## src/source/fetch_pkg.sv

```systemverilog
package fetch_pkg;

    // Linear address and data widths
    localparam int ADDR_W = 20;
    localparam int WORD_W = 16;

    // Code segment and instruction pointer
    typedef struct packed {
        logic [15:0] cs;
        logic [15:0] ip;
    } far_ptr_t;

    // Instruction bus request, word addressed
    typedef struct packed {
        logic [ADDR_W-1:1] addr;
        logic              access;
    } ibus_req_t;

    // Instruction bus response
    typedef struct packed {
        logic [WORD_W-1:0] data;
        logic              ack;
    } ibus_rsp_t;

    // Immediate read request from the decoder
    typedef struct packed {
        logic start;
        logic is_8bit;
    } immed_req_t;

endpackage

```

## src/source/byte_fifo.sv

```systemverilog
module byte_fifo #(
    parameter int depth = 6
) (
    input  logic       clk,
    input  logic       rst,
    input  logic       flush,
    input  logic       wr_en,
    input  logic [7:0] wr_data,
    input  logic       rd_en,
    output logic [7:0] rd_data,
    output logic       empty,
    output logic       nearly_full
);
    localparam int PTR_W = $clog2(depth);
    localparam int CNT_W = $clog2(depth + 1);

    logic [7:0]       mem [depth];
    logic [PTR_W-1:0] wr_ptr;
    logic [PTR_W-1:0] rd_ptr;
    logic [CNT_W-1:0] count;
    logic             do_wr;
    logic             do_rd;

    // Pointer advance, wrapping at a depth that need not be a power of two
    function automatic logic [PTR_W-1:0] next_ptr(input logic [PTR_W-1:0] ptr);
        logic [PTR_W-1:0] nxt;
        if (ptr == PTR_W'(depth - 1)) begin
            nxt = '0;
        end else begin
            nxt = ptr + 1'b1;
        end
        return nxt;
    endfunction

    assign empty       = (count == '0);
    assign nearly_full = (count >= CNT_W'(depth - 1));
    assign rd_data     = mem[rd_ptr];

    assign do_wr = wr_en & (count != CNT_W'(depth));
    assign do_rd = rd_en & ~empty;

    always_ff @(posedge clk) begin
        if (rst || flush) begin
            wr_ptr <= '0;
            rd_ptr <= '0;
            count  <= '0;
        end else begin
            if (do_wr) begin
                wr_ptr <= next_ptr(wr_ptr);
            end
            if (do_rd) begin
                rd_ptr <= next_ptr(rd_ptr);
            end
            case ({do_wr, do_rd})
                2'b10:   count <= count + 1'b1;
                2'b01:   count <= count - 1'b1;
                default: count <= count;
            endcase
        end
    end

    // Storage
    always_ff @(posedge clk) begin
        if (do_wr) begin
            mem[wr_ptr] <= wr_data;
        end
    end

endmodule

```

## src/source/prefetch_unit.sv

```systemverilog
module prefetch_unit (
    input  logic                 clk,
    input  logic                 rst,
    input  logic                 load_new,
    input  fetch_pkg::far_ptr_t  target,
    output fetch_pkg::ibus_req_t ibus_req,
    input  fetch_pkg::ibus_rsp_t ibus_rsp,
    input  logic                 fifo_nearly_full,
    output logic                 fifo_wr_en,
    output logic                 fifo_flush,
    output logic [7:0]           fifo_wr_data
);
    import fetch_pkg::*;

    far_ptr_t          ptr;
    logic              active;
    logic              discard;
    logic              access_q;
    logic [ADDR_W-1:1] addr_q;
    logic              lane_q;
    logic [ADDR_W-1:0] linear;
    logic              ack;
    logic              start;

    // Segment times 16 plus offset
    assign linear = {ptr.cs, 4'h0} + {4'h0, ptr.ip};

    assign ack = access_q & ibus_rsp.ack;

    // Leave room for the byte in flight
    assign start = active & ~access_q & ~fifo_nearly_full & ~load_new;

    assign ibus_req.access = access_q;
    assign ibus_req.addr   = addr_q;

    assign fifo_flush   = load_new;
    assign fifo_wr_en   = ack & ~discard & ~load_new;
    assign fifo_wr_data = lane_q ? ibus_rsp.data[15:8] : ibus_rsp.data[7:0];

    always_ff @(posedge clk) begin
        if (rst) begin
            active   <= 1'b0;
            access_q <= 1'b0;
            discard  <= 1'b0;
        end else begin
            if (load_new) begin
                active <= 1'b1;
            end

            if (ack) begin
                access_q <= 1'b0;
            end else if (start) begin
                access_q <= 1'b1;
            end

            // Redirect overtook an outstanding access
            if (ack) begin
                discard <= 1'b0;
            end else if (load_new && access_q) begin
                discard <= 1'b1;
            end
        end
    end

    always_ff @(posedge clk) begin
        if (load_new) begin
            ptr <= target;
        end else if (ack && !discard) begin
            ptr.ip <= ptr.ip + 16'd1;
        end

        // Address and lane held for the whole access
        if (start) begin
            addr_q <= linear[ADDR_W-1:1];
            lane_q <= linear[0];
        end
    end

endmodule

```

## src/source/immediate_reader.sv

```systemverilog
module immediate_reader (
    input  logic                           clk,
    input  logic                           rst,
    input  fetch_pkg::immed_req_t          immed_req,
    output logic                           busy,
    output logic                           complete,
    output logic [fetch_pkg::WORD_W-1:0]   immediate,
    output logic                           fifo_rd_en,
    input  logic [7:0]                     fifo_rd_data,
    input  logic                           fifo_empty
);
    import fetch_pkg::*;

    logic       is_8bit_q;
    logic       byte_cnt;
    logic [7:0] low_byte;
    logic       pop;
    logic       last;

    assign fifo_rd_en = busy & ~fifo_empty;
    assign pop        = fifo_rd_en;

    // Final byte of the request
    assign last = pop & (is_8bit_q | byte_cnt);

    always_ff @(posedge clk) begin
        if (rst) begin
            busy     <= 1'b0;
            complete <= 1'b0;
            byte_cnt <= 1'b0;
        end else begin
            complete <= last;

            if (immed_req.start && !busy) begin
                busy     <= 1'b1;
                byte_cnt <= 1'b0;
            end else if (last) begin
                busy     <= 1'b0;
                byte_cnt <= 1'b0;
            end else if (pop) begin
                byte_cnt <= 1'b1;
            end
        end
    end

    always_ff @(posedge clk) begin
        if (immed_req.start && !busy) begin
            is_8bit_q <= immed_req.is_8bit;
        end

        if (pop && !last) begin
            low_byte <= fifo_rd_data;
        end

        // Little endian, 8-bit values zero extended
        if (last) begin
            if (is_8bit_q) begin
                immediate <= {{(WORD_W - 8){1'b0}}, fifo_rd_data};
            end else begin
                immediate <= {fifo_rd_data, low_byte};
            end
        end
    end

endmodule

```

## src/source/fetch_unit.sv

```systemverilog
module fetch_unit #(
    parameter int FIFO_DEPTH = 6
) (
    input  logic                          clk,
    input  logic                          rst,
    input  logic                          load_new,
    input  fetch_pkg::far_ptr_t           target,
    output fetch_pkg::ibus_req_t          ibus_req,
    input  fetch_pkg::ibus_rsp_t          ibus_rsp,
    input  fetch_pkg::immed_req_t         immed_req,
    output logic                          busy,
    output logic                          complete,
    output logic [fetch_pkg::WORD_W-1:0]  immediate
);
    // Prefetch to FIFO
    logic       fifo_wr_en;
    logic [7:0] fifo_wr_data;
    logic       fifo_flush;
    logic       fifo_nearly_full;

    // FIFO to immediate reader
    logic       fifo_rd_en;
    logic [7:0] fifo_rd_data;
    logic       fifo_empty;

    prefetch_unit u_prefetch (
        .clk              (clk),
        .rst              (rst),
        .load_new         (load_new),
        .target           (target),
        .ibus_req         (ibus_req),
        .ibus_rsp         (ibus_rsp),
        .fifo_nearly_full (fifo_nearly_full),
        .fifo_wr_en       (fifo_wr_en),
        .fifo_flush       (fifo_flush),
        .fifo_wr_data     (fifo_wr_data)
    );

    byte_fifo #(
        .depth (FIFO_DEPTH)
    ) u_fifo (
        .clk         (clk),
        .rst         (rst),
        .flush       (fifo_flush),
        .wr_en       (fifo_wr_en),
        .wr_data     (fifo_wr_data),
        .rd_en       (fifo_rd_en),
        .rd_data     (fifo_rd_data),
        .empty       (fifo_empty),
        .nearly_full (fifo_nearly_full)
    );

    immediate_reader u_immed (
        .clk          (clk),
        .rst          (rst),
        .immed_req    (immed_req),
        .busy         (busy),
        .complete     (complete),
        .immediate    (immediate),
        .fifo_rd_en   (fifo_rd_en),
        .fifo_rd_data (fifo_rd_data),
        .fifo_empty   (fifo_empty)
    );

endmodule

```

## config.mk

```make
export PLATFORM = sky130hd
export DESIGN_NAME = fetch_unit
export DESIGN_NICKNAME = d
export VERILOG_FILES = /design/src/source/fetch_pkg.sv /design/src/source/byte_fifo.sv /design/src/source/prefetch_unit.sv /design/src/source/immediate_reader.sv /design/src/source/fetch_unit.sv
export SDC_FILE = /design/constraint.sdc
export NUM_CORES = 1
export LEC_CHECK = 0
export BUFFER_PORTS_ARGS = -buffer_cell sky130_fd_sc_hd__buf_2
export CAP_MARGIN = 30
export CORE_UTILIZATION = 57
export CTS_CLUSTER_SIZE = 20
export DETAILED_ROUTE_END_ITERATION = 10
export GPL_ROUTABILITY_DRIVEN = 0
export PLACE_DENSITY_LB_ADDON = 0.05
export SYNTH_ARGS = -nofsm -noshare
export SYNTH_HDL_FRONTEND = slang
export SYNTH_HIERARCHICAL = 1
export SYNTH_SLANG_ARGS = --single-unit
```

## constraint.sdc

```tcl
create_clock -name clk -period 5.18 [get_ports clk]
set_clock_uncertainty 0.2 [all_clocks]
set_input_delay 1.036 -clock clk [delete_from_list [all_inputs] [get_ports clk]]
set_output_delay 1.036 -clock clk [all_outputs]
set_load 0.005 [all_outputs]
```

==> qor.yml <==
worst_setup_path:
  startpoint: "load_new"
  path_delay_family: "simple AND/OR/NAND/NOR gates"
  crit_buf_inv: 3
  worst_path_max_delay_cell: "nor3_1"
  worstPathRequired_ns: 5.20
  worstPathMaxFanout: 52
  crit_arrival_ns: 3.19
  worstPathCellList: "buf_2 > nor3_1 > inv_1 > or3_1 > nor3_1 > buf_2"
  crit_path_max_incr_delay_ns: 0.60
  end_kind: "register"
  startpoint_type: "input pin"
  reg2reg_from: "u_prefetch/ptr[4]$_DFFE_PP_"
  crit_type: "in -> reg"
logic_synthesis:
  synth_nets: 492
  syn_inst: 422
  synthXorXnorAreaFrac_pct: 4.327
  synth_top_family_by_area: "multiplexers"
  yosys-mux-area-fraction_pct: 9.611
  yosysWarnings: 6
  synthSimpleGateAreaFrac_pct: 8.554
  synth_flop_cell: "edfxtp_1"
  synthesis.area_um2: 6275
  synth_adder_area_share_pct: 3.430
  synth_edf_count: 125
  synth_cell_type_count: 56
  ys_ff_latch: 143
  async_flop_share_pct: 0
  postSynthAreaPerCell_um2: 14.87
  yosysSeqAreaShare_pct: 65.56
  synth_compound_area_share_pct: 5.882
sta:
  layout_worst_path_cycle_share_pct: 61.22
  fmax_ghz: 0.3153
  final-setup-viol-count: 0
  slew_viol_final: 0
  period_needed_ns: 3.171
  max_slew.worst_pin.slew_ns: 1.006
  slew_headroom_pct: 32.44
  hold_ws_ns: 0.2783
  rsz0062_at_grt: "no"
  hold_viol_final: 0
  setup-tns-final_ns: 0
routing:
  vias: 3645
  drtPass1Iterations: 4
  drc: 0
  wl_per_cell_um: 16.43
  drtAntennaViolNets: 0
  drt_iter0_drc: 169
  wl_um: 11020
  vias_per_cell: 5.432
global_routing:
  grt_util_met2_pct: 30.00
  antenna_found_initial: 0
  grt_overflow: 0
  grt_use_total_pct: 20.55
  use_met1_pct: 29.74
  first_global_vias: 3481
  grt_max_degree: 53
  grt_pass1_wl_um: 17310
  use_met3_pct: 5.775
  grt-busiest-layer: "met2"
finish:
  final_cell_mix: "edfxtp_1, buf_2, nand2_1"
  layout_commonest_cell: "edfxtp_1"
  instances_no_fill: 671
  drive_gt1_share_pct: 33.90
  n_fill_cell: 734
  nets: 591
  syn2layout_area_growth_pct: 17.53
power:
  p_total_uw: 2649
  cellPowerDensity_nw_per_um2: 359.3
  leakagePower_uw: 0.002758
  peakVddDrop_mv: 0.1865
floorplanning:
  die_y_um: 106.9
  start_util_pct: 59.71
  rows: 37
  io_pins: 92
  dieArea_um2: 11430
  core_um2: 10510
  dieWidth_um: 106.9
clock_tree:
  cts_buffer_depth: 2
  post_cts_buffers: 0
  cts_max_level: 4
  clkTransAtPathRegs_ns: 0.06
  cts-root-buf: "clkbuf_8"
  holdBufCountCts: 0
  cts.sinks: 143
  worstSkewPairLatency_ns: 0.52
  numCtsBuffers: 17
  post_cts_resized: 0
  tritoncts: "done"
hold_path:
  hp-start: "u_prefetch/active$_SDFFE_PP0P_"
  holdCritPathClass: "reg -> reg"
job:
  drv_cap: 0
placement:
  hpwl_um: 7685
  portBuffers: 91
  placedCellCount: 637
run_status:
  status: "completed"
## synth_stat cells, types with 2 or more instances
library cell	count	area [um^2]
clkbuf_1	7	26.28
and2_1	3	18.77
fa_1	2	40.04
buf_4	3	22.52
xnor2_1	19	166.4
and4_1	2	17.52
nand2_1	33	123.9
mux4_2	8	180.2
nand3_1	4	20.02
o21ai_0	22	110.1
mux2_2	22	247.7
and3_1	5	31.28
nor2_1	13	48.80
a21o_1	4	30.03
edfxtp_1	125	3754
nor3_1	8	40.04
o21a_1	2	15.01
mux2_1	4	45.04
buf_6	2	22.52
a21oi_1	18	90.09
nor3b_1	2	15.01
nand4_1	7	43.79
clkbuf_2	2	10.01
or3_1	4	25.02
inv_1	12	45.04
and2b_2	8	70.07
xor2_1	12	105.1
mux2_4	8	120.1
o221ai_1	2	17.52
nor2b_1	3	18.77
dfxtp_1	18	360.4
ha_1	14	175.2
## registers in the layout, summed over array words and instances, names as in the netlist, 3 cells and up, named ones only
| register | cells |
|---|---|
| u_fifo/mem | 48 |
| u_prefetch/ptr | 32 |
| u_prefetch/addr_q | 19 |
| u_immed/immediate | 16 |
| u_immed/low_byte | 8 |
| u_fifo/count | 3 |
| u_fifo/rd_ptr | 3 |
| u_fifo/wr_ptr | 3 |
## worst min-delay path: cells and delay by family, from the launching register on
kind	cells	cell delay, ns
flip-flops	1	0.32
AND/OR/NAND/NOR	2	0.12
## layout make-up
cell class	instances	area [um^2]	share of cell area (%)
sequential	143	4114	55.79
antenna	1	2.502	0.03393
tap	136	170.2	2.307
multi-input combinational	250	2002	27.15
clock buffer	19	431.7	5.853
inverter	12	45.04	0.6108
clock inverter	13	113.9	1.544
timing repair buffer	97	495.5	6.719
## layer usage
metal / wire length [um] / vias to the layer above
li1: - / 1785
met1: 5316 / 1731
met2: 4880 / 113
met3: 622 / 16
met4: 204 / 0
met5: 0 / -
## cell families after synthesis
kind of cell / count (synthesis)
flops: 143
simple gates: 100
compound gates: 60
mux: 43
xor+xnor: 31
buf+inv: 29
fa+ha+maj: 16
## report_power, final
group / switching (uW) / internal [uW]
Sequential: 27.6 / 1310
Clock: 459 / 649
Combinational: 110 / 99.0
## stage by stage
step / util [%] / instance area, um^2 / worst slack [ns]
final: 70.18 / 7375 / 2.009
after global routing: 70.15 / 7372 / 1.724
after CTS: 70.10 / 7367 / 1.673
after detailed placement: 64.91 / 6822 / 1.122
after global placement: 64.86 / 6817 / 1.260
after floorplan: - / 6275 / 1.049
## worst paths after layout
path | endpoint | slack, ns | cells after the start
worst max-delay path | u_fifo/mem[0][2]$_DFFE_PP_ | 2.01 | 6
worst min-delay path | u_prefetch/active$_SDFFE_PP0P_ | 0.28 | 2
worst max register to register | u_prefetch/addr_q[12]$_DFFE_PP_ | 2.53 | 7
worst min register to register | u_prefetch/active$_SDFFE_PP0P_ | 0.28 | 2
Power figures use the tool's default switching activity.
